## src/design/fetchPkg.sv

```systemverilog
// **************************************************
// Fetch-stage types shared across the core
// **************************************************

package fetchPkg;

    // Halfword offset inside an eight-halfword fetch block
    localparam int FETCH_OFF_W = 3;

    // Width of a halfword address
    localparam int HALF_PC_W = 31;

    typedef logic [HALF_PC_W-1:0] HalfPc_t;

    typedef logic [FETCH_OFF_W-1:0] FetchOff_t;

    // Predicted branch as handed to the fetch pipeline
    typedef struct packed {
        logic      valid;
        logic      isJump;
        // Compressed (16 bit) instruction
        logic      compr;
        // Position of the branch's last halfword
        FetchOff_t offs;
        HalfPc_t   dst;
    } PredBranch;

endpackage

```

## src/design/retPredPkg.sv

```systemverilog
// **************************************************
// Sizes, types and address split of return prediction
// **************************************************

package retPredPkg;

    localparam int RET_STACK_SIZE = 4;
    localparam int RET_SITE_SETS  = 4;
    localparam int RET_SITE_WAYS  = 2;
    localparam int RET_SITE_TAG_W = 8;

    localparam int RET_STACK_IDX_W = $clog2(RET_STACK_SIZE);
    localparam int RET_SITE_SET_W  = $clog2(RET_SITE_SETS);
    localparam int RET_SITE_WAY_W  = $clog2(RET_SITE_WAYS);

    typedef logic [RET_STACK_IDX_W-1:0] RetStackIdx_t;
    typedef logic [RET_SITE_SET_W-1:0]  SiteSet_t;
    typedef logic [RET_SITE_WAY_W-1:0]  SiteWay_t;
    typedef logic [RET_SITE_TAG_W-1:0]  SiteTag_t;

    // Update sent by decode for calls and returns fetch did not predict
    typedef struct packed {
        logic             valid;
        logic             isCall;
        logic             isRet;
        logic             cleanRet;
        logic             compr;
        RetStackIdx_t     idx;
        fetchPkg::HalfPc_t addr;
    } ReturnDecUpd;

    typedef struct packed {
        logic                valid;
        logic                used;
        logic                compr;
        SiteTag_t            tag;
        fetchPkg::FetchOff_t offs;
    } RetSiteEntry;

    typedef struct packed {
        logic                hit;
        SiteWay_t            way;
        fetchPkg::FetchOff_t offs;
        logic                compr;
    } SiteHit;

    typedef struct packed {
        logic              insert;
        logic              clean;
        logic              markUsed;
        SiteWay_t          way;
        fetchPkg::HalfPc_t addr;
        logic              compr;
    } SiteUpd;

    // Push target and new index both travel in loadIdx
    typedef struct packed {
        logic              push;
        logic              pop;
        logic              load;
        RetStackIdx_t      loadIdx;
        fetchPkg::HalfPc_t pushAddr;
    } StackCmd;

    // Address split is offset, then set, then tag
    function automatic fetchPkg::FetchOff_t siteOffs(fetchPkg::HalfPc_t addr);
        return addr[fetchPkg::FETCH_OFF_W-1:0];
    endfunction

    function automatic SiteSet_t siteSet(fetchPkg::HalfPc_t addr);
        return addr[fetchPkg::FETCH_OFF_W +: RET_SITE_SET_W];
    endfunction

    function automatic SiteTag_t siteTag(fetchPkg::HalfPc_t addr);
        return addr[fetchPkg::FETCH_OFF_W + RET_SITE_SET_W +: RET_SITE_TAG_W];
    endfunction

endpackage

```

## src/design/retAddrStack.sv

```systemverilog
// **************************************************
// Circular return-address stack with wrapping index
// **************************************************

module retAddrStack (
    input  logic                     clk,
    input  logic                     rst,
    input  retPredPkg::StackCmd      stackCmd,
    output retPredPkg::RetStackIdx_t curIdx,
    output fetchPkg::HalfPc_t        topAddr
);
    import fetchPkg::*;
    import retPredPkg::*;

    HalfPc_t      ring [RET_STACK_SIZE];
    RetStackIdx_t idxQ;

    assign curIdx  = idxQ;
    assign topAddr = ring[idxQ];

    // Index update
    always_ff @(posedge clk) begin
        if (rst) begin
            idxQ <= '0;
        end else if (stackCmd.push || stackCmd.load) begin
            // Push moves to the slot it writes
            idxQ <= stackCmd.loadIdx;
        end else if (stackCmd.pop) begin
            // Wraps below zero
            idxQ <= idxQ - 1'b1;
        end
    end

    // Overwritten entries are simply lost
    always_ff @(posedge clk) begin
        if (rst) begin
            for (int i = 0; i < RET_STACK_SIZE; i++) begin
                ring[i] <= '0;
            end
        end else if (stackCmd.push) begin
            ring[stackCmd.loadIdx] <= stackCmd.pushAddr;
        end
    end

    oneStackOp: assert property (@(posedge clk) disable iff (rst)
        $onehot0({stackCmd.push, stackCmd.pop, stackCmd.load}))
        else $error("Return stack got more than one operation");

endmodule

```

## src/design/retPredCtrl.sv

```systemverilog
// **************************************************
// Return prediction control
// Picks the stack and table action and forms predBr
// **************************************************

module retPredCtrl (
    input  retPredPkg::ReturnDecUpd  returnUpd,
    input  logic                     fetchValid,
    input  fetchPkg::HalfPc_t        fetchPc,
    input  logic                     brValid,
    input  fetchPkg::FetchOff_t      brOffs,
    input  logic                     isCall,
    input  logic                     setIdx,
    input  retPredPkg::RetStackIdx_t restoreIdx,
    input  retPredPkg::RetStackIdx_t curIdx,
    input  fetchPkg::HalfPc_t        topAddr,
    input  retPredPkg::SiteHit       siteHit,
    output retPredPkg::StackCmd      stackCmd,
    output retPredPkg::SiteUpd       siteUpd,
    output fetchPkg::PredBranch      predBr
);
    import fetchPkg::*;
    import retPredPkg::*;

    logic    predValid;
    logic    predPop;
    logic    fetchCall;
    HalfPc_t fetchCallAddr;

    assign predValid = fetchValid && siteHit.hit;

    // Pop only if no earlier branch in the block takes over
    assign predPop = predValid && (!brValid || brOffs >= siteHit.offs);

    assign fetchCall = brValid && isCall;

    // Return address is the halfword after the call's last one
    assign fetchCallAddr = {fetchPc[HALF_PC_W-1:FETCH_OFF_W], brOffs} + 1'b1;

    always_comb begin
        predBr.valid  = predValid;
        predBr.isJump = 1'b1;
        predBr.compr  = predValid ? siteHit.compr : 1'b0;
        predBr.offs   = predValid ? siteHit.offs : '0;
        predBr.dst    = topAddr;
    end

    // Priority order is decode update, predicted return, fetch call, restore
    always_comb begin
        stackCmd = '0;
        siteUpd  = '0;

        if (returnUpd.valid) begin
            siteUpd.addr  = returnUpd.addr;
            siteUpd.compr = returnUpd.compr;
            siteUpd.clean = returnUpd.cleanRet;
            if (returnUpd.isCall) begin
                stackCmd.push     = 1'b1;
                stackCmd.loadIdx  = returnUpd.idx + 1'b1;
                stackCmd.pushAddr = returnUpd.addr + 1'b1;
            end else if (returnUpd.isRet) begin
                // Unpredicted return learns its site
                stackCmd.load    = 1'b1;
                stackCmd.loadIdx = returnUpd.idx - 1'b1;
                siteUpd.insert   = 1'b1;
            end
        end else if (predPop) begin
            stackCmd.pop     = 1'b1;
            siteUpd.markUsed = 1'b1;
            siteUpd.way      = siteHit.way;
            siteUpd.addr     = fetchPc;
        end else if (fetchCall) begin
            stackCmd.push     = 1'b1;
            stackCmd.loadIdx  = curIdx + 1'b1;
            stackCmd.pushAddr = fetchCallAddr;
        end

        // Restore only when nothing else moves the index
        if (setIdx && !stackCmd.push && !stackCmd.pop && !stackCmd.load) begin
            stackCmd.load    = 1'b1;
            stackCmd.loadIdx = restoreIdx;
        end
    end

    // Decode never classifies an instruction as both call and return
    callOrRet: assert final (!(returnUpd.valid && returnUpd.isCall && returnUpd.isRet))
        else $error("Decode update flags both call and return");

endmodule

```

## src/design/retPredUnit.sv

```systemverilog
// **************************************************
// Return prediction unit for the fetch stage
// **************************************************

module retPredUnit (
    input  logic                     clk,
    input  logic                     rst,
    input  logic                     fetchValid,
    input  fetchPkg::HalfPc_t        fetchPc,
    input  logic                     brValid,
    input  fetchPkg::FetchOff_t      brOffs,
    input  logic                     isCall,
    input  logic                     setIdx,
    input  retPredPkg::RetStackIdx_t restoreIdx,
    input  retPredPkg::ReturnDecUpd  returnUpd,
    output retPredPkg::RetStackIdx_t curIdx,
    output fetchPkg::PredBranch      predBr
);
    import fetchPkg::*;
    import retPredPkg::*;

    SiteHit  siteHit;
    SiteUpd  siteUpd;
    StackCmd stackCmd;
    HalfPc_t topAddr;

    retSiteTable siteTable_i (
        .clk     (clk),
        .rst     (rst),
        .fetchPc (fetchPc),
        .siteUpd (siteUpd),
        .siteHit (siteHit)
    );

    retAddrStack addrStack_i (
        .clk      (clk),
        .rst      (rst),
        .stackCmd (stackCmd),
        .curIdx   (curIdx),
        .topAddr  (topAddr)
    );

    retPredCtrl ctrl_i (
        .returnUpd  (returnUpd),
        .fetchValid (fetchValid),
        .fetchPc    (fetchPc),
        .brValid    (brValid),
        .brOffs     (brOffs),
        .isCall     (isCall),
        .setIdx     (setIdx),
        .restoreIdx (restoreIdx),
        .curIdx     (curIdx),
        .topAddr    (topAddr),
        .siteHit    (siteHit),
        .stackCmd   (stackCmd),
        .siteUpd    (siteUpd),
        .predBr     (predBr)
    );

endmodule

```

## src/design/retSiteTable.sv

```systemverilog
// **************************************************
// Set-associative table of return sites
// Finds the nearest recorded return in a fetch block
// **************************************************

module retSiteTable (
    input  logic               clk,
    input  logic               rst,
    input  fetchPkg::HalfPc_t  fetchPc,
    input  retPredPkg::SiteUpd siteUpd,
    output retPredPkg::SiteHit siteHit
);
    import fetchPkg::*;
    import retPredPkg::*;

    RetSiteEntry sites [RET_SITE_SETS][RET_SITE_WAYS];

    SiteSet_t    lookSet;
    SiteTag_t    lookTag;
    FetchOff_t   lookOffs;

    SiteSet_t    updSet;
    SiteTag_t    updTag;
    FetchOff_t   updOffs;

    logic        refreshHit;
    SiteWay_t    refreshWay;
    logic        freeFound;
    SiteWay_t    freeWay;
    logic        insDo;
    SiteWay_t    insWay;
    RetSiteEntry newEntry;

    assign lookSet  = siteSet(fetchPc);
    assign lookTag  = siteTag(fetchPc);
    assign lookOffs = siteOffs(fetchPc);

    assign updSet  = siteSet(siteUpd.addr);
    assign updTag  = siteTag(siteUpd.addr);
    assign updOffs = siteOffs(siteUpd.addr);

    // Smallest offs at or after the fetch offset wins
    always_comb begin
        siteHit = '0;
        for (int w = 0; w < RET_SITE_WAYS; w++) begin
            if (sites[lookSet][w].valid &&
                sites[lookSet][w].tag == lookTag &&
                sites[lookSet][w].offs >= lookOffs &&
                (!siteHit.hit || sites[lookSet][w].offs < siteHit.offs)) begin
                siteHit.hit   = 1'b1;
                siteHit.way   = SiteWay_t'(w);
                siteHit.offs  = sites[lookSet][w].offs;
                siteHit.compr = sites[lookSet][w].compr;
            end
        end
    end

    // An insert refreshes a matching site first,
    // else takes the lowest way that is free or not yet used
    always_comb begin
        refreshHit = 1'b0;
        refreshWay = '0;
        freeFound  = 1'b0;
        freeWay    = '0;
        for (int w = 0; w < RET_SITE_WAYS; w++) begin
            if (!refreshHit && sites[updSet][w].valid &&
                sites[updSet][w].tag == updTag &&
                sites[updSet][w].offs == updOffs) begin
                refreshHit = 1'b1;
                refreshWay = SiteWay_t'(w);
            end
            if (!freeFound && (!sites[updSet][w].valid || !sites[updSet][w].used)) begin
                freeFound = 1'b1;
                freeWay   = SiteWay_t'(w);
            end
        end
        insWay = refreshHit ? refreshWay : freeWay;
        insDo  = siteUpd.insert && (refreshHit || freeFound);
    end

    always_comb begin
        newEntry.valid = 1'b1;
        newEntry.used  = 1'b0;
        newEntry.compr = siteUpd.compr;
        newEntry.tag   = updTag;
        newEntry.offs  = updOffs;
    end

    always_ff @(posedge clk) begin
        if (rst) begin
            for (int s = 0; s < RET_SITE_SETS; s++) begin
                for (int w = 0; w < RET_SITE_WAYS; w++) begin
                    sites[s][w].valid <= 1'b0;
                    sites[s][w].used  <= 1'b0;
                end
            end
        end else begin
            if (siteUpd.clean) begin
                for (int w = 0; w < RET_SITE_WAYS; w++) begin
                    sites[updSet][w].valid <= 1'b0;
                end
            end
            // Written after the clean so the inserted way survives it
            if (insDo) begin
                sites[updSet][insWay] <= newEntry;
            end
            if (siteUpd.markUsed) begin
                sites[updSet][siteUpd.way].used <= 1'b1;
            end
        end
    end

    // Controller never mixes a decode insert with a fetch pop
    insertNotUsed: assert property (@(posedge clk) disable iff (rst)
        !(siteUpd.insert && siteUpd.markUsed))
        else $error("Site table got insert and markUsed together");

endmodule

```

## config.mk

```make
export PLATFORM = sky130hd
export DESIGN_NAME = retPredUnit
export DESIGN_NICKNAME = d
export VERILOG_FILES = /design/src/design/fetchPkg.sv /design/src/design/retPredPkg.sv /design/src/design/retAddrStack.sv /design/src/design/retPredCtrl.sv /design/src/design/retPredUnit.sv /design/src/design/retSiteTable.sv
export SDC_FILE = /design/constraint.sdc
export NUM_CORES = 1
export LEC_CHECK = 0
export BUFFER_PORTS_ARGS = -buffer_cell sky130_fd_sc_hd__buf_2
export CAP_MARGIN = 10
export CELL_PAD_IN_SITES_DETAIL_PLACEMENT = 1
export CELL_PAD_IN_SITES_GLOBAL_PLACEMENT = 1
export CORE_MARGIN = 2
export CORE_UTILIZATION = 25
export CTS_CLUSTER_DIAMETER = 30
export DETAILED_ROUTE_END_ITERATION = 10
export PLACE_DENSITY = 0.56
export SYNTH_ARGS = -nofsm -noshare
export SYNTH_HDL_FRONTEND = slang
export SYNTH_SLANG_ARGS = --single-unit
```

## constraint.sdc

```tcl
create_clock -name clk -period 29.6 [get_ports clk]
set_clock_uncertainty 0.05 [all_clocks]
set_input_delay 5.92 -clock clk [delete_from_list [all_inputs] [get_ports clk]]
set_output_delay 5.92 -clock clk [all_outputs]
set_load 0.01 [all_outputs]
```

# --- Yosys cells after proc, flatten, opt, wreduce, memory -nomap -nowiden ---
# Memories as Yosys holds them, arrays and structs flattened. A register that Yosys moved wholly into a read port is not among the register bits.
# Cells that the tools add are included.
word_totals:
  register_bits: 2
  ramBits: 236
  inputBits: 80
  output_inout_bits: 39
  wordCells: 186
  mem_count: 2
memory_table:
  columns: ["name", "depth", "word_bits", "read_ports", "rd_ports_with_merged_regs", "write_ports", "line_no", "source"]
  rows:
  - ["addrStack_i.ring", 4, 31, 1, 1, 4, "retAddrStack.sv:15", "HalfPc_t ring [RET_STACK_SIZE];"]
  - ["siteTable_i.sites", 4, 28, 2, 0, 4, "retSiteTable.sv:16", "RetSiteEntry sites [RET_SITE_SETS][RET_SITE_WAYS];"]
op_classes:
  add_sub_neg: 6
  magnitude_cmp: 8
  eq_ne: 6
  n_mux: 91
  n_bitwise: 32
  reduce_logical: 40
ops:
  columns: ["cell", "n"]
  rows:
  - ["$mux W33", 4]
  - ["$mux W28", 4]
  - ["$add A31 B1 Y31 const B", 2]
  - ["$mux W1", 62]
  - ["$mux W31", 2]
  - ["$eq A8 B8 Y1", 4]
  - ["$reduce_or A31 Y1", 1]
  - ["$or A1 B1 Y1", 30]
  - ["$demux W14 S1", 2]
  - ["$reduce_or A28 Y1", 1]
  - ["$mux W13", 2]
  - ["$logic_and A1 B1 Y1", 20]
  - ["$mux W2", 9]
  - ["$mux W14", 1]
  - ["$mux W6", 2]
  - ["$logic_not A1 Y1", 11]
  - ["$ge A3 B3 Y1", 3]
  - ["$mux W3", 3]
  - ["$eq A3 B3 Y1", 2]
  - ["$logic_or A1 B1 Y1", 6]
  - ["$add A2 B1 Y2 const B", 2]
  - ["$ge A2 B2 Y1 const B", 2]
  - ["$lt A2 B1 Y1 const B", 2]
  - ["$not A1 Y2", 2]
  - ["other kinds (3)", 4]

# --- Longest topological paths before layout ---
# An unclocked memory read counts as a cell.
depth:
  word_depth: 35
  ltp_mapped: 41
  ltp_nobuf: 31

# --- Hierarchy ---
# A second synthesis with hierarchy kept.
unflattened:
  hier_cells: 1030
  hier_area_um2: 13714.4
by_module_without_submodules:
  columns: ["module", "instances", "cells_each", "area_per_inst_um2", "seq_area_each_um2"]
  rows:
  - ["retSiteTable", 1, 373, 5889.4, 3363.2]
  - ["retAddrStack", 1, 319, 5561.6, 3803.6]
  - ["retPredCtrl", 1, 338, 2263.4, 0.0]

# --- Least setup slack after synthesis ---
# No wires, ideal clock.
synth_path:
  path_type: "input to output"
  start: "input port fetchPc[3]"
  end: "output port predBr[31] in the netlist's numbering"
  arrival_ps: 10115
  t_required_ps: 23630
  slack_ps: 13515
  cell_stages: 20
  path_buffers: 4
  cell_sequence: "buf_6 > clkbuf_1 > buf_1 > mux4_2 > ha_1 > a21o_1 > a21oi_1 > or2_2 > nor2_1 > nand2_1 > nor2_1 > nand2_1 > ha_1 > a21o_1 > a21o_1 > a21oi_1 > clkbuf_1 > nand2_1 > o31ai_1 > and2_1"
synth_lines:
  columns: ["item", "line_no", "source"]
  rows:
  - ["start, declared", "retPredUnit.sv:9", "input fetchPkg::HalfPc_t fetchPc,"]
  - ["end, declared", "retPredUnit.sv:17", "output fetchPkg::PredBranch predBr"]

==> run metrics <==
final worst-path cycle share=55.0%; Die Wd=235 um; register area share after synthesis=53.5%; initial DRC count=700; die area=55,400 um2; PD cells=69.2 nW/um2; critical path peak fanout=31; fin area=16,600 um2; first-pass GRT wire length=68.2 mm; RSZ-0062 raised after global routing=false; CTS H-Tree Depth=2; Cell Rows=84; CTS sink count=240; Setup crit end kind=primary output; Placer Congestion=0.834; Placed Area=14,600 um2; post-CTS setup buffer count=0; residual antenna-violating net count after detailed routing=0; Max stage delay on crit path=0.61 ns; NetSw=280 uW; Power Internal=870 uW; Comb pwr share=9.2%; final wirelength=45.9 mm; Net Sw Frac=24.4%; Slew Viols, Final=0; Pre-antenna DRT Iters=5; antenna violations before repair=2; Hold-fix buffers, CTS=0; total number of vias=9,930; initial core utilization=25.4%; Port Buf Inserts=117; number of max-cap violations=0; Boundary Pins=119; Crit path max-delay family=compound AO/OA/AOI/OAI gates; Max-slew headroom=20.0%; GRT Residual Overflow=0; post-layout util=31.5%; Final TNS setup=0 ns; Worst Path Required=23.63 ns; top-area cell type share of the netlist area=52.9%; Sequential Power Share=33.8%; sequential standard cell area=7170 um2; clock power share=57.0%; Fin. Hold Viols=0; ant diodes=0; Synth cell types=86; yosys warns=0; critical setup path kind=input port to primary output; via-per-instance ratio=5.04; hold crit path type=flip-flop to flip-flop; Multi-input gate area=5740 um2; status=finished clean; fmax=0.0614 GHz; commonest register cell after synthesis=edfxtp_1; total CTS buffers=55; CP Cell Sequence=buf_2 -> buf_4 -> mux4_2 -> inv_1 -> ha_1 -> nand2b_1 -> a21o_1 -> a21oi_1 -> or2_2 -> nor2_1 -> nand2_1 -> nor2_1 -> nand2_1 -> ha_1 -> a21o_1 -> a21o_1 -> a21oi_1 -> nand2_1 -> o31ai_1 -> and2_1 -> buf_2; Total GRT Usage=16.3%; most instantiated cells after synthesis=236 x edfxtp_1, 189 x nor2_1, 73 x nand2_1; top-count cell post-synth=edfxtp_1; Routed WL per cell=23.3 um; CP Data Arrival Time=10.32 ns; fraction of layout cells with a size suffix above 1=24.6%; CTS Buffer Depth=3; final period demand of the worst path=16.29 ns; CTS tree=built; vias in the first global route=10,644; die height=235 um; Worst-Skew Late Latency=0.59 ns; Post-synth EDFFs=236; CP Launch Type=input port; Final Non-Filler Cells=1,969; dpl hpwl=32.0 mm; post_cts resized=0; Synth Register Bits=240; Filler cells=5,748; clk slew on worst S/H paths=0.05 ns; Worst VDD drop=0.0496 mV; Max stage delay cell, worst path=a21oi_1; largest cells by area after synthesis=edfxtp_1 53%, mux4_2 7.2%, nor2_1 5.3%; dpl cells=1,865; dominant cell type by area after synthesis=edfxtp_1; Synth Cell Area=13,400 um2; Core Region=52,800 um2; syn_nets=1,204; Post-Synthesis Cells=1,111; Least-Margin Pin Slew=1.19 ns; DRC=0; largest net degree at the start of global routing=44; root buf cell=clkbuf_16; Avg Cell Area, Syn=12.1 um2; Worst Path Buf+Inv=4; Lkg Pwr=0.00604 uW; P&R area growth vs syn=24.2%; final setup fails=0; Post-synth ARST share=0%; Final nets=1,328
[power groups by stage]
stage	registers (uW)	logic [uW]	clock network (uW)
3_5_place_dp	394	107	0
6_report	388	106	656
3_3_place_gp	394	106	0
4_1_cts	388	108	665
2_1_floorplan	393	65.5	0
5_1_grt	389	115	682
[layer usage]
layer	up-vias	global-route usage (%)	wire length [um]
li1	4467	-	-
met1	5054	20.8	19800
met2	303	28.0	22400
met3	104	2.57	2130
met4	2	5.93	1570
met5	-	0	8
[metrics by stage]
step	worst slack, ns	hold WS (ns)	power [uW]
2_1_floorplan	13.52	0.648	459
3_3_place_gp	13.41	0.666	500
3_5_place_dp	13.33	0.671	501
4_1_cts	13.32	0.680	1160
5_1_grt	12.96	0.725	1190
6_report	13.31	0.672	1150
[final cells by class]
class,instances,share of cell area [%]
sequential,240,43.1
tap,688,5.18
inverter,21,0.474
timing repair buffer,139,4.54
multi-input combinational,778,34.5
clock buffer,56,8.30
clock inverter,47,3.86
[placed cells by master (no fill, tap or decap), types with 6 or more instances in the layout]
| cell type | count |
|---|---|
| a21o_1 | 10 |
| a21oi_1 | 37 |
| nand2b_1 | 6 |
| mux4_2 | 43 |
| edfxtp_1 | 236 |
| nand3_1 | 34 |
| a32oi_1 | 6 |
| a31oi_1 | 7 |
| clkinvlp_4 | 7 |
| xor2_1 | 33 |
| buf_2 | 117 |
| o21a_1 | 6 |
| nor3_1 | 10 |
| buf_4 | 21 |
| clkbuf_16 | 55 |
| nand4_1 | 24 |
| a22o_1 | 7 |
| nor2_2 | 7 |
| ha_1 | 13 |
| mux2i_1 | 40 |
| nand2_1 | 72 |
| clkinv_2 | 12 |
| mux2_2 | 7 |
| nor2_1 | 183 |
| xnor2_1 | 71 |
| clkinv_4 | 8 |
| and3_1 | 19 |
| and2_1 | 11 |
| inv_1 | 21 |
| o21ai_0 | 10 |
| bufinv_16 | 12 |
| a22oi_1 | 35 |
[registers in the layout, indices dropped and copies added (netlist names), named ones only]
name and flops:
addrStack_i.curIdx 2, addrStack_i.ring 124, siteTable_i.sites 112
[cell families after synthesis]
kind of cell / share of synthesized area [%]
simple gates: 13.5
compound gates: 9.66
other cells: 0.0280
mux: 11.5
flops: 53.5
fa+ha+maj: 1.21
buf+inv: 3.77
xor+xnor: 6.80
[path summary, 6_finish.rpt]
check | startpoint | to | slack (ns) | cells after the start
worst max register to register | siteTable_i.sites[1][14]$_DFFE_PP_ | siteTable_i.sites[0][9]$_DFFE_PP_ | 19.73 | 31
worst min-delay path | addrStack_i.curIdx[0]$_SDFFE_PP0N_ | flip-flop | 0.67 | 3
worst min register to register | addrStack_i.curIdx[0]$_SDFFE_PP0N_ | flip-flop | 0.67 | 3
worst max-delay path | fetchPc[3] | predBr[31] | 13.31 | 21
[worst register-to-register path, delay by kind of cell, from the launching register on]
family / cells / cell delay (ns)
muxes: 1 / 0.51
buffers and inverters: 2 / 0.42
and+or+nand+nor: 13 / 4.81
adders and majority gates: 3 / 0.72
DFF: 1 / 0.48
AOI/OAI and AO/OA: 12 / 2.55
Power figures use the tool's default switching activity.
